--- src/rtl/rv_isa_pkg.sv ---
package rv_isa_pkg;

   typedef logic [31:0] word_t;
   typedef logic [31:2] waddr_t;   // word address, byte offset dropped
   typedef logic [3:0]  strobe_t;
   typedef logic [4:0]  reg_idx_t;

   // major opcodes of the supported subset
   localparam logic [6:0] OP_REG    = 7'b0110011;
   localparam logic [6:0] OP_IMM    = 7'b0010011;
   localparam logic [6:0] OP_LUI    = 7'b0110111;
   localparam logic [6:0] OP_LOAD   = 7'b0000011;
   localparam logic [6:0] OP_STORE  = 7'b0100011;
   localparam logic [6:0] OP_BRANCH = 7'b1100011;
   localparam logic [6:0] OP_JAL    = 7'b1101111;

   localparam logic [2:0] F3_ADD = 3'b000;   // add, sub, addi
   localparam logic [2:0] F3_SLT = 3'b010;
   localparam logic [2:0] F3_XOR = 3'b100;
   localparam logic [2:0] F3_OR  = 3'b110;
   localparam logic [2:0] F3_AND = 3'b111;
   localparam logic [2:0] F3_LW  = 3'b010;
   localparam logic [2:0] F3_LBU = 3'b100;
   localparam logic [2:0] F3_SB  = 3'b000;
   localparam logic [2:0] F3_SW  = 3'b010;
   localparam logic [2:0] F3_BEQ = 3'b000;
   localparam logic [2:0] F3_BNE = 3'b001;
   localparam logic [6:0] F7_SUB = 7'b0100000;

   typedef enum logic [2:0] {IMM_I, IMM_S, IMM_B, IMM_U, IMM_J} imm_kind_e;

   // r-type view of an instruction word
   typedef struct packed {
      logic [6:0] funct7;
      reg_idx_t   rs2;
      reg_idx_t   rs1;
      logic [2:0] funct3;
      reg_idx_t   rd;
      logic [6:0] opcode;
   } instr_t;

endpackage

--- src/rtl/core_pipe_pkg.sv ---
package core_pipe_pkg;

   typedef enum logic [2:0] {
      ALU_ADD,
      ALU_SUB,
      ALU_AND,
      ALU_OR,
      ALU_XOR,
      ALU_SLT,
      ALU_PASS_B   // lui
   } alu_op_e;

   typedef enum logic [1:0] {WB_ALU, WB_LOAD, WB_PC4} wb_sel_e;

   typedef enum logic [2:0] {MEM_NONE, MEM_LW, MEM_LBU, MEM_SW, MEM_SB} mem_op_e;

   typedef struct packed {
      logic              valid;
      rv_isa_pkg::word_t pc;
      rv_isa_pkg::word_t instr;
   } if_id_t;

   typedef struct packed {
      logic                 valid;
      rv_isa_pkg::word_t    pc;
      rv_isa_pkg::word_t    rs1_val;
      rv_isa_pkg::word_t    rs2_val;
      rv_isa_pkg::reg_idx_t rs1_idx;
      rv_isa_pkg::reg_idx_t rs2_idx;
      rv_isa_pkg::word_t    imm;
      alu_op_e              alu_op;
      logic                 op1_pc;    // op1 is pc, else rs1
      logic                 op2_imm;   // op2 is imm, else rs2
      logic                 is_branch;
      logic                 branch_ne;
      logic                 is_jal;
      mem_op_e              mem_op;
      wb_sel_e              wb_sel;
      rv_isa_pkg::reg_idx_t rd;
      logic                 reg_we;
   } id_ex_t;

   typedef struct packed {
      logic                 valid;
      rv_isa_pkg::word_t    pc;
      rv_isa_pkg::word_t    alu;
      rv_isa_pkg::word_t    store_data;
      mem_op_e              mem_op;
      wb_sel_e              wb_sel;
      rv_isa_pkg::reg_idx_t rd;
      logic                 reg_we;
   } ex_mem_t;

   typedef struct packed {
      logic                 valid;
      rv_isa_pkg::word_t    pc;
      rv_isa_pkg::word_t    alu;
      rv_isa_pkg::word_t    load;
      wb_sel_e              wb_sel;
      rv_isa_pkg::reg_idx_t rd;
      logic                 reg_we;
   } mem_wb_t;

   typedef struct packed {
      logic                 we;
      rv_isa_pkg::reg_idx_t rd;
      rv_isa_pkg::word_t    data;
   } wb_t;

endpackage

--- src/rtl/fetch_stage.sv ---
`timescale 1ns/1ps

module fetch_stage #(
   parameter rv_isa_pkg::word_t RESET_PC = '0
) (
   input  logic                  clk_i,
   input  logic                  rst_n_i,
   input  logic                  freeze_i,
   input  logic                  stall_i,
   input  logic                  redirect_valid_i,
   input  rv_isa_pkg::word_t     redirect_pc_i,
   input  logic                  cache_blocking_n_i,
   input  rv_isa_pkg::word_t     cache_data_i,
   output rv_isa_pkg::waddr_t    cache_address_o,
   output core_pipe_pkg::if_id_t if_id_o
);

   rv_isa_pkg::word_t     pc_q;
   core_pipe_pkg::if_id_t if_id_q;

   assign cache_address_o = pc_q[31:2];
   assign if_id_o         = if_id_q;

   always_ff @(posedge clk_i or negedge rst_n_i) begin
      if (!rst_n_i) begin
         pc_q    <= RESET_PC;
         if_id_q <= '0;
      end else if (!freeze_i) begin
         if (redirect_valid_i) begin
            pc_q          <= redirect_pc_i;
            if_id_q.valid <= 1'b0;   // word in flight is on the wrong path
         end else if (!stall_i) begin
            if (cache_blocking_n_i) begin
               pc_q          <= pc_q + 32'd4;
               if_id_q.valid <= 1'b1;
               if_id_q.pc    <= pc_q;
               if_id_q.instr <= cache_data_i;
            end else begin
               if_id_q.valid <= 1'b0;   // icache busy, send a bubble
            end
         end
         // load-use stall keeps pc and IF/ID as they are
      end
   end

endmodule

--- src/rtl/decode_stage.sv ---
`timescale 1ns/1ps

module decode_stage (
   input  logic                  clk_i,
   input  logic                  rst_n_i,
   input  logic                  freeze_i,
   input  logic                  flush_i,
   input  core_pipe_pkg::if_id_t if_id_i,
   input  core_pipe_pkg::wb_t    wb_i,
   output logic                  load_hazard_o,
   output core_pipe_pkg::id_ex_t id_ex_o
);

   rv_isa_pkg::instr_t    ins;
   rv_isa_pkg::word_t     ir;
   rv_isa_pkg::imm_kind_e imm_kind;
   rv_isa_pkg::word_t     regs [1:31];
   core_pipe_pkg::id_ex_t id_ex_d;
   core_pipe_pkg::id_ex_t id_ex_q;
   logic                  use_rs1;
   logic                  use_rs2;
   logic                  ex_is_load;

   assign ir  = if_id_i.instr;
   assign ins = if_id_i.instr;

   function automatic rv_isa_pkg::word_t read_reg(rv_isa_pkg::reg_idx_t idx);
      if (idx == '0)
         return '0;
      if (wb_i.we && wb_i.rd == idx)
         return wb_i.data;   // write-first
      return regs[idx];
   endfunction

   always_comb begin
      id_ex_d         = '0;
      id_ex_d.valid   = if_id_i.valid;
      id_ex_d.pc      = if_id_i.pc;
      id_ex_d.rs1_idx = ins.rs1;
      id_ex_d.rs2_idx = ins.rs2;
      id_ex_d.rd      = ins.rd;
      id_ex_d.rs1_val = read_reg(ins.rs1);
      id_ex_d.rs2_val = read_reg(ins.rs2);
      id_ex_d.alu_op  = core_pipe_pkg::ALU_ADD;
      id_ex_d.wb_sel  = core_pipe_pkg::WB_ALU;
      id_ex_d.mem_op  = core_pipe_pkg::MEM_NONE;
      imm_kind        = rv_isa_pkg::IMM_I;
      use_rs1         = 1'b1;
      use_rs2         = 1'b0;
      case (ins.opcode)
         rv_isa_pkg::OP_REG: begin
            use_rs2        = 1'b1;
            id_ex_d.reg_we = 1'b1;
            case (ins.funct3)
               rv_isa_pkg::F3_ADD: id_ex_d.alu_op = (ins.funct7 == rv_isa_pkg::F7_SUB) ?
                                                    core_pipe_pkg::ALU_SUB :
                                                    core_pipe_pkg::ALU_ADD;
               rv_isa_pkg::F3_SLT: id_ex_d.alu_op = core_pipe_pkg::ALU_SLT;
               rv_isa_pkg::F3_XOR: id_ex_d.alu_op = core_pipe_pkg::ALU_XOR;
               rv_isa_pkg::F3_OR:  id_ex_d.alu_op = core_pipe_pkg::ALU_OR;
               rv_isa_pkg::F3_AND: id_ex_d.alu_op = core_pipe_pkg::ALU_AND;
               default:            id_ex_d.reg_we = 1'b0;   // shifts, sltu
            endcase
         end
         rv_isa_pkg::OP_IMM: begin
            id_ex_d.op2_imm = 1'b1;
            id_ex_d.reg_we  = (ins.funct3 == rv_isa_pkg::F3_ADD);   // addi only
         end
         rv_isa_pkg::OP_LUI: begin
            use_rs1         = 1'b0;
            imm_kind        = rv_isa_pkg::IMM_U;
            id_ex_d.op2_imm = 1'b1;
            id_ex_d.alu_op  = core_pipe_pkg::ALU_PASS_B;
            id_ex_d.reg_we  = 1'b1;
         end
         rv_isa_pkg::OP_LOAD: begin
            id_ex_d.op2_imm = 1'b1;
            id_ex_d.wb_sel  = core_pipe_pkg::WB_LOAD;
            if (ins.funct3 == rv_isa_pkg::F3_LW) begin
               id_ex_d.mem_op = core_pipe_pkg::MEM_LW;
               id_ex_d.reg_we = 1'b1;
            end else if (ins.funct3 == rv_isa_pkg::F3_LBU) begin
               id_ex_d.mem_op = core_pipe_pkg::MEM_LBU;
               id_ex_d.reg_we = 1'b1;
            end
         end
         rv_isa_pkg::OP_STORE: begin
            use_rs2         = 1'b1;
            imm_kind        = rv_isa_pkg::IMM_S;
            id_ex_d.op2_imm = 1'b1;
            if (ins.funct3 == rv_isa_pkg::F3_SW)
               id_ex_d.mem_op = core_pipe_pkg::MEM_SW;
            else if (ins.funct3 == rv_isa_pkg::F3_SB)
               id_ex_d.mem_op = core_pipe_pkg::MEM_SB;
         end
         rv_isa_pkg::OP_BRANCH: begin
            use_rs2           = 1'b1;
            imm_kind          = rv_isa_pkg::IMM_B;
            id_ex_d.op1_pc    = 1'b1;   // alu builds the target
            id_ex_d.op2_imm   = 1'b1;
            id_ex_d.is_branch = (ins.funct3 == rv_isa_pkg::F3_BEQ) ||
                                (ins.funct3 == rv_isa_pkg::F3_BNE);
            id_ex_d.branch_ne = (ins.funct3 == rv_isa_pkg::F3_BNE);
         end
         rv_isa_pkg::OP_JAL: begin
            use_rs1         = 1'b0;
            imm_kind        = rv_isa_pkg::IMM_J;
            id_ex_d.op1_pc  = 1'b1;
            id_ex_d.op2_imm = 1'b1;
            id_ex_d.is_jal  = 1'b1;
            id_ex_d.wb_sel  = core_pipe_pkg::WB_PC4;
            id_ex_d.reg_we  = 1'b1;
         end
         default: use_rs1 = 1'b0;   // unsupported, runs as nop
      endcase
      case (imm_kind)
         rv_isa_pkg::IMM_S: id_ex_d.imm = {{20{ir[31]}}, ir[31:25], ir[11:7]};
         rv_isa_pkg::IMM_B: id_ex_d.imm = {{19{ir[31]}}, ir[31], ir[7], ir[30:25], ir[11:8], 1'b0};
         rv_isa_pkg::IMM_U: id_ex_d.imm = {ir[31:12], 12'b0};
         rv_isa_pkg::IMM_J: id_ex_d.imm = {{11{ir[31]}}, ir[31], ir[19:12], ir[20], ir[30:21],
                                           1'b0};
         default:           id_ex_d.imm = {{20{ir[31]}}, ir[31:20]};
      endcase
   end

   // load waiting in execute, its data shows up one stage too late
   assign ex_is_load = id_ex_q.valid && id_ex_q.reg_we && id_ex_q.rd != '0 &&
                       (id_ex_q.mem_op == core_pipe_pkg::MEM_LW ||
                        id_ex_q.mem_op == core_pipe_pkg::MEM_LBU);
   assign load_hazard_o = if_id_i.valid && ex_is_load &&
                          ((use_rs1 && ins.rs1 == id_ex_q.rd) ||
                           (use_rs2 && ins.rs2 == id_ex_q.rd));

   always_ff @(posedge clk_i) begin
      if (wb_i.we && wb_i.rd != '0)
         regs[wb_i.rd] <= wb_i.data;
   end

   always_ff @(posedge clk_i or negedge rst_n_i) begin
      if (!rst_n_i) begin
         id_ex_q <= '0;
      end else if (!freeze_i) begin
         id_ex_q       <= id_ex_d;
         id_ex_q.valid <= id_ex_d.valid && !flush_i && !load_hazard_o;
      end
   end

   assign id_ex_o = id_ex_q;

endmodule

--- src/rtl/execute_stage.sv ---
`timescale 1ns/1ps

module execute_stage (
   input  logic                   clk_i,
   input  logic                   rst_n_i,
   input  logic                   freeze_i,
   input  core_pipe_pkg::id_ex_t  id_ex_i,
   input  core_pipe_pkg::mem_wb_t mem_wb_i,
   output logic                   redirect_valid_o,
   output rv_isa_pkg::word_t      redirect_pc_o,
   output core_pipe_pkg::ex_mem_t ex_mem_o
);

   core_pipe_pkg::ex_mem_t ex_mem_q;
   rv_isa_pkg::word_t      rs1_fwd;
   rv_isa_pkg::word_t      rs2_fwd;
   rv_isa_pkg::word_t      op_a;
   rv_isa_pkg::word_t      op_b;
   rv_isa_pkg::word_t      alu_res;
   logic                   taken;

   // newest value of a source register, EX/MEM first
   function automatic rv_isa_pkg::word_t forward(rv_isa_pkg::reg_idx_t idx,
                                                 rv_isa_pkg::word_t    reg_val);
      if (idx == '0)
         return reg_val;
      if (ex_mem_q.valid && ex_mem_q.reg_we && ex_mem_q.rd == idx)
         return ex_mem_q.alu;
      if (mem_wb_i.valid && mem_wb_i.reg_we && mem_wb_i.rd == idx) begin
         if (mem_wb_i.wb_sel == core_pipe_pkg::WB_LOAD)
            return mem_wb_i.load;
         return mem_wb_i.alu;
      end
      return reg_val;
   endfunction

   always_comb begin
      rs1_fwd = forward(id_ex_i.rs1_idx, id_ex_i.rs1_val);
      rs2_fwd = forward(id_ex_i.rs2_idx, id_ex_i.rs2_val);
      op_a    = id_ex_i.op1_pc ? id_ex_i.pc : rs1_fwd;
      op_b    = id_ex_i.op2_imm ? id_ex_i.imm : rs2_fwd;
      case (id_ex_i.alu_op)
         core_pipe_pkg::ALU_SUB:    alu_res = op_a - op_b;
         core_pipe_pkg::ALU_AND:    alu_res = op_a & op_b;
         core_pipe_pkg::ALU_OR:     alu_res = op_a | op_b;
         core_pipe_pkg::ALU_XOR:    alu_res = op_a ^ op_b;
         core_pipe_pkg::ALU_SLT:    alu_res = {31'b0, $signed(op_a) < $signed(op_b)};
         core_pipe_pkg::ALU_PASS_B: alu_res = op_b;
         default:                   alu_res = op_a + op_b;
      endcase
   end

   // beq/bne compare the forwarded registers, not the alu operands
   assign taken = id_ex_i.is_branch && ((rs1_fwd == rs2_fwd) != id_ex_i.branch_ne);

   assign redirect_valid_o = id_ex_i.valid && (taken || id_ex_i.is_jal);
   assign redirect_pc_o    = alu_res;   // pc + imm

   always_ff @(posedge clk_i or negedge rst_n_i) begin
      if (!rst_n_i) begin
         ex_mem_q <= '0;
      end else if (!freeze_i) begin
         ex_mem_q.valid      <= id_ex_i.valid;
         ex_mem_q.pc         <= id_ex_i.pc;
         ex_mem_q.alu        <= alu_res;
         ex_mem_q.store_data <= rs2_fwd;
         ex_mem_q.mem_op     <= id_ex_i.mem_op;
         ex_mem_q.wb_sel     <= id_ex_i.wb_sel;
         ex_mem_q.rd         <= id_ex_i.rd;
         ex_mem_q.reg_we     <= id_ex_i.reg_we;
      end
   end

   assign ex_mem_o = ex_mem_q;

endmodule

--- src/rtl/memory_stage.sv ---
`timescale 1ns/1ps

module memory_stage (
   input  logic                   clk_i,
   input  logic                   rst_n_i,
   input  logic                   freeze_i,
   input  core_pipe_pkg::ex_mem_t ex_mem_i,
   input  rv_isa_pkg::word_t      cache_data_i,
   output rv_isa_pkg::waddr_t     cache_address_o,
   output rv_isa_pkg::strobe_t    cache_write_en_o,
   output rv_isa_pkg::word_t      cache_data_o,
   output core_pipe_pkg::mem_wb_t mem_wb_o,
   output core_pipe_pkg::wb_t     wb_o
);

   core_pipe_pkg::mem_wb_t mem_wb_q;
   rv_isa_pkg::word_t      load_val;
   logic [7:0]             load_byte;
   logic                   is_sw;
   logic                   is_sb;

   assign cache_address_o = ex_mem_i.alu[31:2];
   assign is_sw = ex_mem_i.valid && ex_mem_i.mem_op == core_pipe_pkg::MEM_SW;
   assign is_sb = ex_mem_i.valid && ex_mem_i.mem_op == core_pipe_pkg::MEM_SB;
   assign cache_data_o = is_sb ? {4{ex_mem_i.store_data[7:0]}} : ex_mem_i.store_data;

   always_comb begin
      cache_write_en_o = '0;
      if (!freeze_i) begin   // store goes out once, in the cycle it completes
         if (is_sw)
            cache_write_en_o = 4'b1111;
         else if (is_sb)
            cache_write_en_o = 4'b0001 << ex_mem_i.alu[1:0];
      end
   end

   assign load_byte = cache_data_i[{ex_mem_i.alu[1:0], 3'b000} +: 8];
   assign load_val  = (ex_mem_i.mem_op == core_pipe_pkg::MEM_LBU) ? {24'b0, load_byte} :
                                                                     cache_data_i;

   always_ff @(posedge clk_i or negedge rst_n_i) begin
      if (!rst_n_i) begin
         mem_wb_q <= '0;
      end else if (!freeze_i) begin
         mem_wb_q.valid  <= ex_mem_i.valid;
         mem_wb_q.pc     <= ex_mem_i.pc;
         mem_wb_q.alu    <= ex_mem_i.alu;
         mem_wb_q.load   <= load_val;
         mem_wb_q.wb_sel <= ex_mem_i.wb_sel;
         mem_wb_q.rd     <= ex_mem_i.rd;
         mem_wb_q.reg_we <= ex_mem_i.reg_we;
      end
   end

   // writeback value
   always_comb begin
      wb_o.we = mem_wb_q.valid && mem_wb_q.reg_we;
      wb_o.rd = mem_wb_q.rd;
      case (mem_wb_q.wb_sel)
         core_pipe_pkg::WB_LOAD: wb_o.data = mem_wb_q.load;
         core_pipe_pkg::WB_PC4:  wb_o.data = mem_wb_q.pc + 32'd4;   // jal link
         default:                wb_o.data = mem_wb_q.alu;
      endcase
   end

   assign mem_wb_o = mem_wb_q;

endmodule

--- src/rtl/core.sv ---
`timescale 1ns/1ps

module core #(
   parameter rv_isa_pkg::word_t RESET_PC = '0
) (
   input  logic                clk_i,
   input  logic                rst_n_i,

   input  logic                instr_cache_blocking_n_i,
   input  rv_isa_pkg::word_t   instr_cache_data_i,
   output rv_isa_pkg::waddr_t  instr_cache_address_o,

   input  logic                data_cache_blocking_n_i,
   input  rv_isa_pkg::word_t   data_cache_data_i,
   output rv_isa_pkg::waddr_t  data_cache_address_o,
   output rv_isa_pkg::strobe_t data_cache_write_en_o,
   output rv_isa_pkg::word_t   data_cache_data_o
);

   core_pipe_pkg::if_id_t  if_id;
   core_pipe_pkg::id_ex_t  id_ex;
   core_pipe_pkg::ex_mem_t ex_mem;
   core_pipe_pkg::mem_wb_t mem_wb;
   core_pipe_pkg::wb_t     wb;
   logic                   load_hazard;
   logic                   redirect_valid;
   rv_isa_pkg::word_t      redirect_pc;
   logic                   freeze;

   assign freeze = ~data_cache_blocking_n_i;   // dcache busy holds the whole pipe

   fetch_stage #(.RESET_PC(RESET_PC)) u_fetch (
      .clk_i              (clk_i),
      .rst_n_i            (rst_n_i),
      .freeze_i           (freeze),
      .stall_i            (load_hazard),
      .redirect_valid_i   (redirect_valid),
      .redirect_pc_i      (redirect_pc),
      .cache_blocking_n_i (instr_cache_blocking_n_i),
      .cache_data_i       (instr_cache_data_i),
      .cache_address_o    (instr_cache_address_o),
      .if_id_o            (if_id)
   );

   decode_stage u_decode (
      .clk_i         (clk_i),
      .rst_n_i       (rst_n_i),
      .freeze_i      (freeze),
      .flush_i       (redirect_valid),
      .if_id_i       (if_id),
      .wb_i          (wb),
      .load_hazard_o (load_hazard),
      .id_ex_o       (id_ex)
   );

   execute_stage u_execute (
      .clk_i            (clk_i),
      .rst_n_i          (rst_n_i),
      .freeze_i         (freeze),
      .id_ex_i          (id_ex),
      .mem_wb_i         (mem_wb),
      .redirect_valid_o (redirect_valid),
      .redirect_pc_o    (redirect_pc),
      .ex_mem_o         (ex_mem)
   );

   memory_stage u_memory (
      .clk_i            (clk_i),
      .rst_n_i          (rst_n_i),
      .freeze_i         (freeze),
      .ex_mem_i         (ex_mem),
      .cache_data_i     (data_cache_data_i),
      .cache_address_o  (data_cache_address_o),
      .cache_write_en_o (data_cache_write_en_o),
      .cache_data_o     (data_cache_data_o),
      .mem_wb_o         (mem_wb),
      .wb_o             (wb)
   );

endmodule

--- config.mk ---
export PLATFORM = sky130hd
export DESIGN_NAME = core
export DESIGN_NICKNAME = d
export VERILOG_FILES = /design/src/rtl/rv_isa_pkg.sv /design/src/rtl/core_pipe_pkg.sv /design/src/rtl/fetch_stage.sv /design/src/rtl/decode_stage.sv /design/src/rtl/execute_stage.sv /design/src/rtl/memory_stage.sv /design/src/rtl/core.sv
export SDC_FILE = /design/constraint.sdc
export NUM_CORES = 2
export LEC_CHECK = 0
export BUFFER_PORTS_ARGS = -buffer_cell sky130_fd_sc_hd__buf_2
export CORE_MARGIN = 5
export CORE_UTILIZATION = 60
export CTS_CLUSTER_SIZE = 10
export DETAILED_ROUTE_END_ITERATION = 6
export PLACE_DENSITY = 0.87
export SLEW_MARGIN = 15
export SYNTH_ARGS = -nofsm -noshare
export SYNTH_HDL_FRONTEND = slang
export SYNTH_SLANG_ARGS = --single-unit
--- constraint.sdc ---
create_clock -name clk_i -period 7.32 [get_ports clk_i]
set_clock_uncertainty 0.2 [all_clocks]
set_input_delay 0.732 -clock clk_i [delete_from_list [all_inputs] [get_ports clk_i]]
set_output_delay 0.732 -clock clk_i [all_outputs]
set_load 0.02 [all_outputs]
==> out/results.ini <==
[setup_path]
rr_endpoint=u_fetch.pc_q[23]
worstSetupPathType=flip-flop to flip-flop
r2r_setup_slack_ns=0.68
path_delay_family=simple AND/OR/NAND/NOR gates
critPathLaunchType=flip-flop
cp_slowest_cell=a211oi_1
worst-path-buf-inv=1
cp.required_ns=7.76
worstPathArrival_ns=7.08
reg2reg_from=u_execute.ex_mem_o[4]
max_stage_delay_ns=0.80
rr_worst_depth=18
end_kind=flip-flop
crit_path_cell_trace=xnor2_1, nand4_1, or2_2, nand2_1, buf_4, o221ai_1, o21ai_0, ha_1, or4_1, or3_1, nor2_1, nand2_1, a211oi_1, nor2_1, a221o_1, a221oi_1, and2_1, a221oi_1
cp_max_fo=33

[placed_design]
hpwl_microns=164000
port_buffers=163
dpl_cell_area_sq_um=78100
gp_congestion=1.03

[floorplanning]
chipHeight_microns=365
pin_count=164
die_w_microns=365
row_count=130
initial_core_util_pct=60.3
die_area_sq_um=133000
core_sq_um=125000

[logic_synthesis]
synth_ff_type=edfxtp_1
synth_area_sq_um=75700
avgSynthCellArea_sq_um=13.2
synth_area_leaders=edfxtp_1, dfrtp_1, mux4_2
ys_seq_area_share_pct=54.8
synth_seq_cells=1459
synth_cell_types=85
synth_async_sr_flop_share_pct=32.0
synth_top_area_share_pct=39.4
yosysTopAreaCell=edfxtp_1
synth_edf_count=992
yosysWarnings=0
synth_nets=5893
syn_inst=5723

[route]
vias=57400
wl_microns=277000
drc=6
viasPerCell=7.69
antenna_left=0
drt_iter0_drc=10900
wire_per_inst_microns=37.1
drtPass1Iterations=7

[clock_network]
clk_pin_slew_ns=0.05
clkLatencyLatePin_ns=0.83
cts_sinks=1459
h-tree-depth=4
tritoncts=done
numCtsBuffers=168
cts_root_buf=clkbuf_16
clock_path_buffers=3
postCtsSetupRepairBufs=0

[grt]
grt_pass1_wl_microns=396000
grt_pass1_vias=56600
antenna_found_initial=17
track_usage_pct=41.3
grt_overflow_total=0
grt_max_degree=169

[min_path]
hold_path.class=input pin to flip-flop
worstHoldStart=data_cache_data_i[7]
min_to=u_memory.mem_wb_o[15]
whs_path_depth=3

[sta]
hold_ws_ns=0.0367
hold_viol_final=0
period_share_pct=90.7
drv_slew=0
slew-limit-headroom_pct=12.5
max_freq_ghz=0.151
tightest_slew_ns=1.31
rsz0062_at_grt=false
setup_violations=0
setup_tns_ns=0
period_needed_ns=6.64

[power]
powerDensity_nw_per_um2=329
power.total_mw=27.5
irDropWorstVdd_mv=0.236
p_leak_nw=30.4

[run_status]
violations=design-rule violations
status=complete, but fails checks

[cells_and_area]
drive_gt1_share_pct=22.0
layout.filler_cells=8230
nets=5909
syn2layout_area_growth_pct=10.2
final_cell_area_sq_um=83400

[job]
cap_viol_max_count=0

cell usage after synthesis (11+ instances only):
cell type,number
edfxtp_1,992
nand2_1,483
dfrtp_1,467
mux4_2,436
nor2_1,371
a21oi_1,323
mux2i_1,316
clkbuf_1,314
o21ai_0,291
mux2_2,190
inv_1,160
a22oi_1,100
ha_1,100
o2bb2ai_1,94
a221oi_1,91
buf_1,82
or3_1,77
buf_4,69
xnor2_1,61
o221ai_1,56
nand3_1,55
xor2_1,53
o211ai_1,42
a211oi_1,41
mux2_1,38
nor3_1,33
and3_1,27
buf_2,27
o22ai_1,26
o221ai_2,21
nand4_1,19
nand2b_1,17
a21o_1,16
a31oi_1,15
and2_1,13
nor2b_1,13
a22o_1,11
buf_6,11
power by group:
| group | switching (mW) | total [mW] | internal (mW) | leakage [nW] |
|---|---|---|---|---|
| combinational | 5.32 | 8.26 | 2.93 | 13.5 |
| sequential | 1.20 | 11.4 | 10.3 | 14.6 |
| clock | 3.36 | 7.75 | 4.39 | 2.35 |
| total | 9.89 | 27.5 | 17.6 | 30.4 |
final cells by class:
class,instances,area [sq um],share of cell area (%)
clock buffer,218,4590,5.50
antenna,10,25.0,0.0300
clock inverter,17,243,0.291
multi-input combinational,3599,31900,38.2
sequential,1459,41500,49.8
tap,1650,2060,2.48
timing repair buffer,349,2480,2.97
inverter,162,613,0.735
registers in the layout (all words and copies together), names as in the netlist:
| name | count |
|---|---|
| u_fetch.if_id_o | 65 |
| u_decode.regs | 992 |
| u_memory.mem_wb_o | 105 |
| u_fetch.pc_q | 32 |
| u_decode.id_ex_o | 157 |
| u_execute.ex_mem_o | 108 |
metal layers:
metal	global-route usage [%]	up-vias	part of all wire [%]
met5	0	-	0.019
met4	32.5	8	10
met3	13.7	1596	14
met2	61.8	5729	44
met1	49.5	28000	32
li1	-	22000	-
worst max-delay path by stage:
stage                                startpoint          endpoint  slack [ns]  cells after the start
final                     u_execute.ex_mem_o[4]  u_fetch.pc_q[23]        0.68                     18
after global routing      u_execute.ex_mem_o[4]  u_fetch.pc_q[24]        0.34                     22
after CTS                 u_execute.ex_mem_o[3]  u_fetch.pc_q[30]        0.80                     22
after detailed placement  u_execute.ex_mem_o[4]  u_fetch.pc_q[30]        0.86                     22
after global placement    u_execute.ex_mem_o[4]  u_fetch.pc_q[23]        0.93                     18
after floorplan            u_decode.id_ex_o[52]  u_fetch.pc_q[30]        1.63                     24
worst register-to-register path, cell delays in order, from the launching register on:
cell	delay [ns]
dfrtp_1	0.44
xnor2_1	0.18
nand4_1	0.16
or2_2	0.57
nand2_1	0.18
buf_4	0.41
o221ai_1	0.26
o21ai_0	0.42
ha_1	0.45
or4_1	0.58
or3_1	0.34
nor2_1	0.16
nand2_1	0.08
a211oi_1	0.80
nor2_1	0.16
a221o_1	0.38
a221oi_1	0.41
and2_1	0.21
a221oi_1	0.08
kinds of logic after synthesis:
group | Yosys count | synth area share [%]
flip-flops | 1459 | 54.8
XOR/XNOR | 114 | 1.32
adder cells (fa/ha/maj) | 102 | 1.71
multiplexers | 980 | 20.6
AND/OR/NAND/NOR | 1168 | 6.84
AO/OA/AOI/OAI | 1235 | 11.0
buffers and inverters | 665 | 3.80
cell usage in the layout, fill, tap and decap left out, drive strengths merged, types with 228 or more instances in the layout:
cell	Yosys	routed
o21ai	293	293
mux4	436	436
mux2i	316	316
mux2	228	228
a21oi	324	324
dfrtp	467	467
buf	189	315
nand2	485	485
edfxtp	992	992
nor2	373	373
timing repair:
action,in CTS,in global routing
hold buffers,34,0
resized for setup,0,0
endpoints found under the hold margin,106,0
stage by stage:
step / util [%] / setup slack, ns / instances
after floorplan: - / 1.63 / 5723
after global placement: 62.3 / 0.934 / 7184
after detailed placement: 62.3 / 0.864 / 7184
after CTS: 66.4 / 0.805 / 7453
after global routing: 66.5 / 0.337 / 7455
final: 66.5 / 0.680 / 7464
(Power assumes the default switching activity.)
